File: config.mk
export PLATFORM = sky130hd
export DESIGN_NAME = exu
export DESIGN_NICKNAME = d
export VERILOG_FILES = /design/src/verilog/exu_pkg.sv /design/src/verilog/exu_alu.sv /design/src/verilog/exu_muldiv.sv /design/src/verilog/exu_credit_counter.sv /design/src/verilog/exu_ctrl.sv /design/src/verilog/exu_mstage.sv /design/src/verilog/exu.sv
export VERILOG_INCLUDE_DIRS = /design/src /design/src/verilog
export SDC_FILE = /design/constraint.sdc
export NUM_CORES = 2
export LEC_CHECK = 0
export BUFFER_PORTS_ARGS = -buffer_cell sky130_fd_sc_hd__buf_4
export CAP_MARGIN = 20
export CORE_ASPECT_RATIO = 1.5
export CORE_MARGIN = 5
export CORE_UTILIZATION = 50
export CTS_BUF_LIST = sky130_fd_sc_hd__clkbuf_4 sky130_fd_sc_hd__clkbuf_8
export DETAILED_ROUTE_END_ITERATION = 16
export GPL_TIMING_DRIVEN = 0
export PLACE_DENSITY = 0.66
export SLEW_MARGIN = 25
export SYNTH_ARGS = -nofsm -noshare
export SYNTH_HDL_FRONTEND = slang
export SYNTH_SLANG_ARGS = --single-unit
File: constraint.sdc
create_clock -name clk -period 5.15 [get_ports clk]
set_input_delay 0.2575 -clock clk [delete_from_list [all_inputs] [get_ports clk]]
set_output_delay 0.2575 -clock clk [all_outputs]
set_load 0.1 [all_outputs]
File: src/verilog/exu_defs.svh
/*
 * width, credit and divider step macros for the execute stage.
 */
`ifndef EXU_DEFS_SVH
`define EXU_DEFS_SVH

`define EXU_XLEN 32

// memory-stage slots granted after reset.
`define EXU_CREDITS 4
`define EXU_CRED_W 3

`define EXU_DIV_STEPS 32

`endif

File: src/verilog/exu_pkg.sv
/*
 * operation codes, result select and control state types.
 */
`default_nettype none

package exu_pkg;

  // low three bits follow funct3, top two bits give the class.
  typedef enum logic [4:0] {
    alu_add    = 5'b00_000,
    alu_sll    = 5'b00_001,
    alu_slt    = 5'b00_010,
    alu_sltu   = 5'b00_011,
    alu_xor    = 5'b00_100,
    alu_srl    = 5'b00_101,
    alu_or     = 5'b00_110,
    alu_and    = 5'b00_111,
    alu_sub    = 5'b01_000,
    alu_sra    = 5'b01_101,
    alu_mul    = 5'b10_000,
    alu_mulh   = 5'b10_001,
    alu_mulhsu = 5'b10_010,
    alu_mulhu  = 5'b10_011,
    alu_div    = 5'b10_100,
    alu_divu   = 5'b10_101,
    alu_rem    = 5'b10_110,
    alu_remu   = 5'b10_111
  } alu_op_t;

  localparam logic [1:0] alu_class_muldiv = 2'b10;

  typedef enum logic [2:0] {
    br_beq  = 3'b000,
    br_bne  = 3'b001,
    br_blt  = 3'b100,
    br_bge  = 3'b101,
    br_bltu = 3'b110,
    br_bgeu = 3'b111
  } br_op_t;

  typedef logic [2:0] lsu_op_t;

  typedef enum logic [1:0] {res_alu, res_mul, res_div} res_sel_t;

  typedef enum logic [1:0] {st_idle, st_div_busy, st_div_done} exu_state_t;

endpackage

`default_nettype wire

File: src/verilog/exu_alu.sv
/*
 * base integer ALU and branch condition compare.
 */
`timescale 1ns/1ps
`default_nettype none
`include "exu_defs.svh"

module exu_alu (
  input  logic [`EXU_XLEN-1:0] a,
  input  logic [`EXU_XLEN-1:0] b,
  input  exu_pkg::alu_op_t     alu_op,
  input  exu_pkg::br_op_t      br_op,
  input  logic [`EXU_XLEN-1:0] br_a,
  input  logic [`EXU_XLEN-1:0] br_b,
  output logic [`EXU_XLEN-1:0] res,
  output logic                 br_cond
);

  localparam int xlen = `EXU_XLEN;
  localparam int shamt_w = $clog2(xlen);

  logic [shamt_w-1:0] shamt;
  logic               lt_s;
  logic               lt_u;

  assign shamt = b[shamt_w-1:0];
  assign lt_s  = $signed(a) < $signed(b);
  assign lt_u  = a < b;

  always_comb begin
    case (alu_op)
      exu_pkg::alu_add:  res = a + b;
      exu_pkg::alu_sub:  res = a - b;
      exu_pkg::alu_sll:  res = a << shamt;
      exu_pkg::alu_slt:  res = {{(xlen-1){1'b0}}, lt_s};
      exu_pkg::alu_sltu: res = {{(xlen-1){1'b0}}, lt_u};
      exu_pkg::alu_xor:  res = a ^ b;
      exu_pkg::alu_srl:  res = a >> shamt;
      exu_pkg::alu_sra:  res = $signed(a) >>> shamt;
      exu_pkg::alu_or:   res = a | b;
      exu_pkg::alu_and:  res = a & b;
      default:           res = '0;
    endcase
  end

  // compares use the register values, never the muxed operands.
  always_comb begin
    case (br_op)
      exu_pkg::br_beq:  br_cond = (br_a == br_b);
      exu_pkg::br_bne:  br_cond = (br_a != br_b);
      exu_pkg::br_blt:  br_cond = ($signed(br_a) < $signed(br_b));
      exu_pkg::br_bge:  br_cond = ($signed(br_a) >= $signed(br_b));
      exu_pkg::br_bltu: br_cond = (br_a < br_b);
      exu_pkg::br_bgeu: br_cond = (br_a >= br_b);
      default:          br_cond = 1'b0;
    endcase
  end

endmodule

`default_nettype wire

File: src/verilog/exu_muldiv.sv
/*
 * combinational multiplier for the four multiply forms and an
 * iterative restoring divider with sign fix-up.
 */
`timescale 1ns/1ps
`default_nettype none
`include "exu_defs.svh"

module exu_muldiv (
  input  logic                 clk,
  input  logic                 rst_n,
  input  logic [`EXU_XLEN-1:0] a,
  input  logic [`EXU_XLEN-1:0] b,
  input  exu_pkg::alu_op_t     alu_op,
  input  logic                 div_start,
  output logic [`EXU_XLEN-1:0] mul_res,
  output logic [`EXU_XLEN-1:0] div_res,
  output logic                 div_done
);

  localparam int xlen = `EXU_XLEN;
  localparam int cnt_w = $clog2(`EXU_DIV_STEPS + 1);

  logic              a_sgn;
  logic              b_sgn;
  logic [2*xlen-1:0] prod;

  // high-word forms pick operand signedness.
  always_comb begin
    a_sgn = 1'b0;
    b_sgn = 1'b0;
    if (alu_op == exu_pkg::alu_mulh) begin
      a_sgn = a[xlen-1];
      b_sgn = b[xlen-1];
    end else if (alu_op == exu_pkg::alu_mulhsu) begin
      a_sgn = a[xlen-1];
    end
  end

  assign prod    = {{xlen{a_sgn}}, a} * {{xlen{b_sgn}}, b};
  assign mul_res = (alu_op == exu_pkg::alu_mul) ? prod[xlen-1:0] : prod[2*xlen-1:xlen];

  logic             busy;
  logic [cnt_w-1:0] cnt;
  logic [xlen-1:0]  rem_q;
  logic [xlen-1:0]  quo_q;
  logic [xlen-1:0]  dvs_q;
  logic             neg_q;
  logic             neg_r;
  logic             div_zero;
  logic             want_rem;
  logic             a_neg;
  logic             b_neg;
  logic [xlen+1:0]  trial;

  // div and rem are the signed forms, bit 0 low.
  assign a_neg = !alu_op[0] && a[xlen-1];
  assign b_neg = !alu_op[0] && b[xlen-1];

  assign trial = {1'b0, rem_q, quo_q[xlen-1]} - {2'b00, dvs_q};

  always_ff @(posedge clk or negedge rst_n) begin
    if (!rst_n) begin
      busy <= 1'b0;
      cnt  <= '0;
    end else if (div_start) begin
      busy <= 1'b1;
      cnt  <= cnt_w'(`EXU_DIV_STEPS);
    end else if (busy) begin
      busy <= (cnt != cnt_w'(1));
      cnt  <= cnt - 1'b1;
    end
  end

  // dividend shifts out of quo_q while quotient bits shift in.
  always_ff @(posedge clk) begin
    if (div_start) begin
      quo_q    <= a_neg ? -a : a;
      dvs_q    <= b_neg ? -b : b;
      rem_q    <= '0;
      neg_q    <= a_neg ^ b_neg;
      neg_r    <= a_neg;
      div_zero <= (b == '0);
      want_rem <= alu_op[1];
    end else if (busy) begin
      if (!trial[xlen+1]) begin
        rem_q <= trial[xlen-1:0];
        quo_q <= {quo_q[xlen-2:0], 1'b1};
      end else begin
        rem_q <= {rem_q[xlen-2:0], quo_q[xlen-1]};
        quo_q <= {quo_q[xlen-2:0], 1'b0};
      end
    end
  end

  // last step happens on this edge.
  assign div_done = busy && (cnt == cnt_w'(1));

  // divide by zero keeps an all-ones quotient whatever the dividend sign.
  always_comb begin
    if (want_rem) begin
      div_res = neg_r ? -rem_q : rem_q;
    end else if (div_zero) begin
      div_res = '1;
    end else begin
      div_res = neg_q ? -quo_q : quo_q;
    end
  end

endmodule

`default_nettype wire

File: src/verilog/exu_credit_counter.sv
/*
 * free slot counter for the memory stage.
 */
`timescale 1ns/1ps
`default_nettype none
`include "exu_defs.svh"

module exu_credit_counter (
  input  logic clk,
  input  logic rst_n,
  input  logic spend,
  input  logic give,
  output logic credit_avail
);

  localparam int cred_w = `EXU_CRED_W;

  logic [cred_w-1:0] count;

  always_ff @(posedge clk or negedge rst_n) begin
    if (!rst_n) begin
      count <= cred_w'(`EXU_CREDITS);
    end else begin
      case ({spend, give})
        2'b10:   count <= count - 1'b1;
        2'b01:   count <= count + 1'b1;
        default: count <= count;
      endcase
    end
  end

  assign credit_avail = (count != '0);

endmodule

`default_nettype wire

File: src/verilog/exu_ctrl.sv
/*
 * issue acceptance, divide sequencing and result select.
 */
`timescale 1ns/1ps
`default_nettype none

module exu_ctrl (
  input  logic                clk,
  input  logic                rst_n,
  input  logic                issue_valid,
  input  exu_pkg::alu_op_t    alu_op,
  input  logic                credit_avail,
  input  logic                div_done,
  output logic                stall,
  output logic                issue_fire,
  output logic                div_start,
  output exu_pkg::res_sel_t   res_sel,
  output logic                m_load
);

  exu_pkg::exu_state_t state;
  exu_pkg::exu_state_t state_nxt;

  logic is_muldiv;
  logic is_mul;
  logic is_div;

  assign is_muldiv = (alu_op[4:3] == exu_pkg::alu_class_muldiv);
  assign is_mul    = is_muldiv && !alu_op[2];
  assign is_div    = is_muldiv && alu_op[2];

  assign stall      = (state != exu_pkg::st_idle) || !credit_avail;
  assign issue_fire = issue_valid && !stall;
  assign div_start  = issue_fire && is_div;

  always_comb begin
    state_nxt = state;
    case (state)
      exu_pkg::st_idle: begin
        if (div_start) begin
          state_nxt = exu_pkg::st_div_busy;
        end
      end
      exu_pkg::st_div_busy: begin
        if (div_done) begin
          state_nxt = exu_pkg::st_div_done;
        end
      end
      default: state_nxt = exu_pkg::st_idle;
    endcase
  end

  always_ff @(posedge clk or negedge rst_n) begin
    if (!rst_n) begin
      state <= exu_pkg::st_idle;
    end else begin
      state <= state_nxt;
    end
  end

  // single-cycle ops load at acceptance, divides one cycle after done.
  assign m_load = (state == exu_pkg::st_idle && issue_fire && !is_div) ||
                  (state == exu_pkg::st_div_done);

  // res_div only outside idle, so the memory stage can freeze its copy.
  always_comb begin
    if (state != exu_pkg::st_idle) begin
      res_sel = exu_pkg::res_div;
    end else if (is_mul) begin
      res_sel = exu_pkg::res_mul;
    end else begin
      res_sel = exu_pkg::res_alu;
    end
  end

endmodule

`default_nettype wire

File: src/verilog/exu_mstage.sv
/*
 * result select, misprediction flag and memory-stage register.
 */
`timescale 1ns/1ps
`default_nettype none
`include "exu_defs.svh"

module exu_mstage (
  input  logic                 clk,
  input  logic                 rst_n,
  input  logic                 m_load,
  input  exu_pkg::res_sel_t    res_sel,
  input  logic [`EXU_XLEN-1:0] alu_res,
  input  logic [`EXU_XLEN-1:0] mul_res,
  input  logic [`EXU_XLEN-1:0] div_res,
  input  logic                 br_cond,
  input  logic                 br_e,
  input  logic                 br_ataken_e,
  input  logic                 comp_e,
  input  logic                 lsu_e,
  input  exu_pkg::lsu_op_t     lsu_op_e,
  input  logic [4:0]           rd_addr_e,
  input  logic                 rd_en_e,
  input  logic [`EXU_XLEN-1:0] rs2_data_e,
  input  logic [`EXU_XLEN-1:1] pc_e,
  output logic                 m_valid,
  output logic [`EXU_XLEN-1:0] alu_res_m,
  output logic [`EXU_XLEN-1:0] store_data_m,
  output logic [`EXU_XLEN-1:1] pc_m,
  output logic [4:0]           rd_addr_m,
  output logic                 rd_en_m,
  output logic                 lsu_m,
  output exu_pkg::lsu_op_t     lsu_op_m,
  output logic                 br_m,
  output logic                 br_ataken_m,
  output logic                 br_misp_m,
  output logic                 comp_m
);

  localparam int fld_w = 2 * `EXU_XLEN + 12;

  logic             use_hold;
  logic [fld_w-1:0] fld_e;
  logic [fld_w-1:0] fld_h;
  logic [fld_w-1:0] fld;

  assign fld_e = {br_e, br_ataken_e, comp_e, lsu_e, lsu_op_e, rd_addr_e, rd_en_e,
                  rs2_data_e, pc_e};

  // hold copy follows issue until a division leaves idle.
  assign use_hold = (res_sel == exu_pkg::res_div);

  always_ff @(posedge clk) begin
    if (!use_hold) begin
      fld_h <= fld_e;
    end
  end

  assign fld = use_hold ? fld_h : fld_e;

  always_ff @(posedge clk or negedge rst_n) begin
    if (!rst_n) begin
      m_valid   <= 1'b0;
      br_m      <= 1'b0;
      br_misp_m <= 1'b0;
      rd_en_m   <= 1'b0;
      lsu_m     <= 1'b0;
    end else begin
      m_valid   <= m_load;
      br_m      <= m_load && fld[fld_w-1];
      br_misp_m <= m_load && fld[fld_w-1] && (br_cond != fld[fld_w-2]);
      lsu_m     <= m_load && fld[fld_w-4];
      rd_en_m   <= m_load && fld[2*`EXU_XLEN-1];
    end
  end

  always_ff @(posedge clk) begin
    if (m_load) begin
      case (res_sel)
        exu_pkg::res_mul: alu_res_m <= mul_res;
        exu_pkg::res_div: alu_res_m <= div_res;
        default:          alu_res_m <= alu_res;
      endcase
      br_ataken_m  <= fld[fld_w-2];
      comp_m       <= fld[fld_w-3];
      lsu_op_m     <= fld[fld_w-5 -: 3];
      rd_addr_m    <= fld[fld_w-8 -: 5];
      store_data_m <= fld[`EXU_XLEN-1 +: `EXU_XLEN];
      pc_m         <= fld[`EXU_XLEN-2:0];
    end
  end

endmodule

`default_nettype wire

File: src/verilog/exu.sv
/*
 * execute stage top with operand muxes, ALU, multiply/divide,
 * credit counter, control FSM and memory-stage register.
 */
`timescale 1ns/1ps
`default_nettype none
`include "exu_defs.svh"

module exu (
  input  logic                 clk,
  input  logic                 rst_n,
  input  logic                 issue_valid,
  input  logic [`EXU_XLEN-1:0] rs1_data_e,
  input  logic [`EXU_XLEN-1:0] rs2_data_e,
  input  logic [`EXU_XLEN-1:1] pc_e,
  input  logic [`EXU_XLEN-1:0] imm_e,
  input  logic                 use_imm_e,
  input  logic                 use_pc_e,
  input  exu_pkg::alu_op_t     alu_op_e,
  input  logic                 br_e,
  input  exu_pkg::br_op_t      br_op_e,
  input  logic                 br_ataken_e,
  input  logic                 comp_e,
  input  logic                 lsu_e,
  input  exu_pkg::lsu_op_t     lsu_op_e,
  input  logic [4:0]           rd_addr_e,
  input  logic                 rd_en_e,
  input  logic                 credit_return,
  output logic                 stall,
  output logic                 m_valid,
  output logic [`EXU_XLEN-1:0] alu_res_m,
  output logic [`EXU_XLEN-1:0] store_data_m,
  output logic [`EXU_XLEN-1:1] pc_m,
  output logic [4:0]           rd_addr_m,
  output logic                 rd_en_m,
  output logic                 lsu_m,
  output exu_pkg::lsu_op_t     lsu_op_m,
  output logic                 br_m,
  output logic                 br_ataken_m,
  output logic                 br_misp_m,
  output logic                 comp_m
);

  logic [`EXU_XLEN-1:0] opa;
  logic [`EXU_XLEN-1:0] opb;
  logic [`EXU_XLEN-1:0] alu_res;
  logic [`EXU_XLEN-1:0] mul_res;
  logic [`EXU_XLEN-1:0] div_res;
  logic                 br_cond;
  logic                 div_start;
  logic                 div_done;
  logic                 issue_fire;
  logic                 credit_avail;
  logic                 m_load;
  exu_pkg::res_sel_t    res_sel;

  // pc has no bit 0 stored.
  assign opa = use_pc_e ? {pc_e, 1'b0} : rs1_data_e;
  assign opb = use_imm_e ? imm_e : rs2_data_e;

  exu_alu u_alu (
    .a      (opa),
    .b      (opb),
    .alu_op (alu_op_e),
    .br_op  (br_op_e),
    .br_a   (rs1_data_e),
    .br_b   (rs2_data_e),
    .res    (alu_res),
    .br_cond(br_cond)
  );

  exu_muldiv u_muldiv (
    .clk      (clk),
    .rst_n    (rst_n),
    .a        (rs1_data_e),
    .b        (rs2_data_e),
    .alu_op   (alu_op_e),
    .div_start(div_start),
    .mul_res  (mul_res),
    .div_res  (div_res),
    .div_done (div_done)
  );

  exu_credit_counter u_credit (
    .clk         (clk),
    .rst_n       (rst_n),
    .spend       (issue_fire),
    .give        (credit_return),
    .credit_avail(credit_avail)
  );

  exu_ctrl u_ctrl (
    .clk         (clk),
    .rst_n       (rst_n),
    .issue_valid (issue_valid),
    .alu_op      (alu_op_e),
    .credit_avail(credit_avail),
    .div_done    (div_done),
    .stall       (stall),
    .issue_fire  (issue_fire),
    .div_start   (div_start),
    .res_sel     (res_sel),
    .m_load      (m_load)
  );

  exu_mstage u_mstage (
    .clk         (clk),
    .rst_n       (rst_n),
    .m_load      (m_load),
    .res_sel     (res_sel),
    .alu_res     (alu_res),
    .mul_res     (mul_res),
    .div_res     (div_res),
    .br_cond     (br_cond),
    .br_e        (br_e),
    .br_ataken_e (br_ataken_e),
    .comp_e      (comp_e),
    .lsu_e       (lsu_e),
    .lsu_op_e    (lsu_op_e),
    .rd_addr_e   (rd_addr_e),
    .rd_en_e     (rd_en_e),
    .rs2_data_e  (rs2_data_e),
    .pc_e        (pc_e),
    .m_valid     (m_valid),
    .alu_res_m   (alu_res_m),
    .store_data_m(store_data_m),
    .pc_m        (pc_m),
    .rd_addr_m   (rd_addr_m),
    .rd_en_m     (rd_en_m),
    .lsu_m       (lsu_m),
    .lsu_op_m    (lsu_op_m),
    .br_m        (br_m),
    .br_ataken_m (br_ataken_m),
    .br_misp_m   (br_misp_m),
    .comp_m      (comp_m)
  );

endmodule

`default_nettype wire

==> results.json <==
{
  "drt-initial-drc-count": 6167,
  "maxCapViolCount": 0,
  "clkTransAtPathRegs_ps": 80,
  "critPathMaxStageDelay_ps": 650,
  "gr-total-overflow": 0,
  "ys.flop_type": "edfxtp_1",
  "critical_path_class": "in -> reg",
  "cp-end-kind": "flop",
  "grt_pass1_wl_um": 456700,
  "core_sq_mm": 0.1267,
  "dp_cells": 9387,
  "dp_hpwl_um": 268900,
  "final-seq-area_sq_mm": 0.007784,
  "wl_um": 331000,
  "startpoint": "alu_op_e[2]",
  "status": "finished with violations",
  "synth_cells": 7406,
  "num_vias": 60690,
  "ys_seq_area_frac": 0.1223,
  "timing.final.crit_share": 1.555,
  "initial_core_util": 0.5024,
  "fin_ws_ps": -2857,
  "hold_path.class": "in -> reg",
  "tightest_slew_ps": 1344,
  "final_layout_size_suffix_gt1_frac": 0.1511,
  "rsz0062_at_grt": "yes",
  "cp_data_required_time_ps": 5670,
  "ys_types": 90,
  "ys_ff_latch": 298,
  "remaining_drc_errors": 0,
  "cts_buffers": 43,
  "cts.sinks": 298,
  "cp_common_cell": "fa_1",
  "io_buffers": 262,
  "synth.net_count": 9101,
  "async_reset_ff_frac": 0.05705,
  "setup_viol": 32,
  "ys.warnings.count": 0,
  "finalMaxSlewViolations": 0,
  "synth.avg_cell_area_sq_um": 8.596,
  "fin_tns_setup_ps": -78720,
  "grt_max_degree": 63,
  "antenna_found_initial": 32,
  "std_cell_rows": 160,
  "min_period_ps": 8007,
  "multi_input_area_sq_mm": 0.05080,
  "finalNetCount": 9617,
  "start_kind": "input port",
  "io_pins": 265,
  "synth_edf_count": 173,
  "violations": "negative setup slack",
  "h-tree-depth": 2,
  "hold_violations": 0,
  "crit_fanout": 5,
  "viasPerCell": 6.266,
  "wire_per_inst_um": 34.18,
  "root_buffer": "clkbuf_8",
  "ant_nets": 0,
  "syn_area_sq_mm": 0.06366,
  "grt_pass1_vias": 62730,
  "die_area_sq_mm": 0.1347,
  "reg2reg_from": "u_muldiv.quo_q[31]$_DFFE_PP_",
  "clk_latency_ps": 700,
  "fmax_mhz": 124.9,
  "first_pass_iters": 8,
  "final_cells": 9686,
  "place.gp.congestion": 1.106,
  "fp.dieH_um": 447.0,
  "fin_skew_ps": 73.66,
  "die_w_um": 301.4,
  "area_growth_pct": 17.84,
  "tritoncts": "built",
  "grt_usage": 0.4845,
  "min-delay-start": "br_op_e[2]",
  "nFillCells": 11420,
  "cp.arrival_ps": 8530,
  "clockBufferDepth": 3,
  "slowest_stage": "fa_2",
  "relSlewSlack": 0.1040
}
synth_stat cells (all sizes together) (25+ instances only):
master	n	area (sq um)
a211oi	58	435.4
o21ai	303	1516
nor3	72	360.4
a221oi	37	324.1
or3	29	186.4
ha	412	5155
nand4	25	156.4
and2	293	1833
o211ai	49	367.9
nand2	1159	4350
inv	1387	5206
xor2	101	884.6
dfxtp	108	2162
nand3	68	340.3
o21a	53	397.9
a21o	71	533.0
buf	70	292.8
a31oi	38	237.7
xnor2	148	1296
a21oi	264	1321
o31ai	45	337.8
edfxtp	173	5195
mux2i	182	1822
fa	1129	22600
clkbuf	387	1453
nor2	329	1235
metrics by stage:
stage                     setup WS [ps]  hold slack, ps  utilization  cell area (sq um)
after floorplan                   -3072          -38.09            -              64940
after global placement            -6061           153.8       0.5448              69030
after detailed placement          -5742           157.6       0.5470              69320
after CTS                         -2818           33.19       0.5801              73520
after global routing              -2900           93.80       0.5915              74960
final                             -2857           61.83       0.5920              75020
worst paths after layout:
path / slack (ps) / cells past startpoint / endpoint
worst max-delay path: -2860 / 30 / u_mstage.alu_res_m[15]$_DFFE_PN_
worst min-delay path: 60 / 4 / u_mstage.br_misp_m$_DFF_PN0_
worst max register to register: 740 / 13 / u_muldiv.rem_q[30]$_SDFFE_PP0P_
worst min register to register: 450 / 2 / u_mstage.fld_h[24]$_DFF_P_
max in group asynchronous: 3720 / 3 / u_muldiv.cnt[1]$_DFFE_PN0P_
min in group asynchronous: 100 / 2 / u_credit.count[2]$_DFFE_PN1P_
routing by layer:
metal	GRT usage	vias up	routed length (um)	share of wire
li1	-	24420	-	-
met4	0.5304	12	49710	0.15
met1	0.5006	30210	102000	0.31
met5	0	-	118	0.00036
met2	0.7696	4257	148200	0.45
met3	0.1117	1791	30920	0.093
worst max-delay path: cells and delay by family:
kind	cells	cell delay [ps]
adders and majority gates	9	4510
and+or+nand+nor	9	1730
AOI/OAI and AO/OA	4	940
buffers and inverters	7	740
xor gates and xnor gates	1	320
cells by family after synthesis:
kind of cell / after synthesis / synth area share
simple gates: 2118 / 0.1483
xor+xnor: 249 / 0.03426
buf+inv: 1855 / 0.1098
fa+ha+maj: 1541 / 0.4360
mux: 206 / 0.03304
compound gates: 1139 / 0.1163
flops: 298 / 0.1223
placed cells by master, fill, tap and decap left out, drive strengths merged, types with 21 or more instances in the layout:
cell and instances:
clkbuf 373, mux2i 182, dfxtp 108, xnor2 148, edfxtp 173, o211ai 49, ha 412, a221oi 37
nand2 1159, a211oi 58, nand4 25, a21oi 264, o21bai 21, xor2 101, nor2b 22, and2 293
o21ai 303, mux2 23, inv 1384, nor4 23, fa 1129, dlygate4sd3 49, diode 29, or3 29
o21a 53, a31oi 38, o31ai 45, nor2 329, nand3 68, clkinv 24, and3 21, nor3 72
a21o 71, buf 559
sequential cells by signal (all words and copies together) (netlist names), 2 cells and up:
signal and flops:
u_muldiv.cnt 6, u_ctrl.state 2, u_muldiv.dvs_q 32, u_mstage.alu_res_m 32, u_mstage.rd_addr_m 5, u_mstage.pc_m 31, u_muldiv.quo_q 32, u_credit.count 3
u_mstage.fld_h 76, u_mstage.store_data_m 32, u_mstage.lsu_op_m 3, u_muldiv.rem_q 32
area by class of cell:
type | count | area share
sequential | 298 | 0.1038
inverter | 1398 | 0.07051
buffer | 442 | 0.05213
multi-input combinational | 5253 | 0.6771
clock buffer | 53 | 0.009223
timing repair buffer | 486 | 0.05450
antenna | 29 | 0.0009673
tap | 1701 | 0.02837
clock inverter | 26 | 0.003452
timing repair:
action                                  4_1_cts  5_1_grt
pin swaps                                   118      208
cloned                                        0        1
endpoints found under the setup margin       32       32
hold endpoints to repair                    107        0
setup buffers                                82       75
resized for setup                           584      284
hold buffers                                 49        0
Power is left out: the tool's default activity adds up to more than one toggle a clock period on the data nets, which glitch-free logic cannot reach.
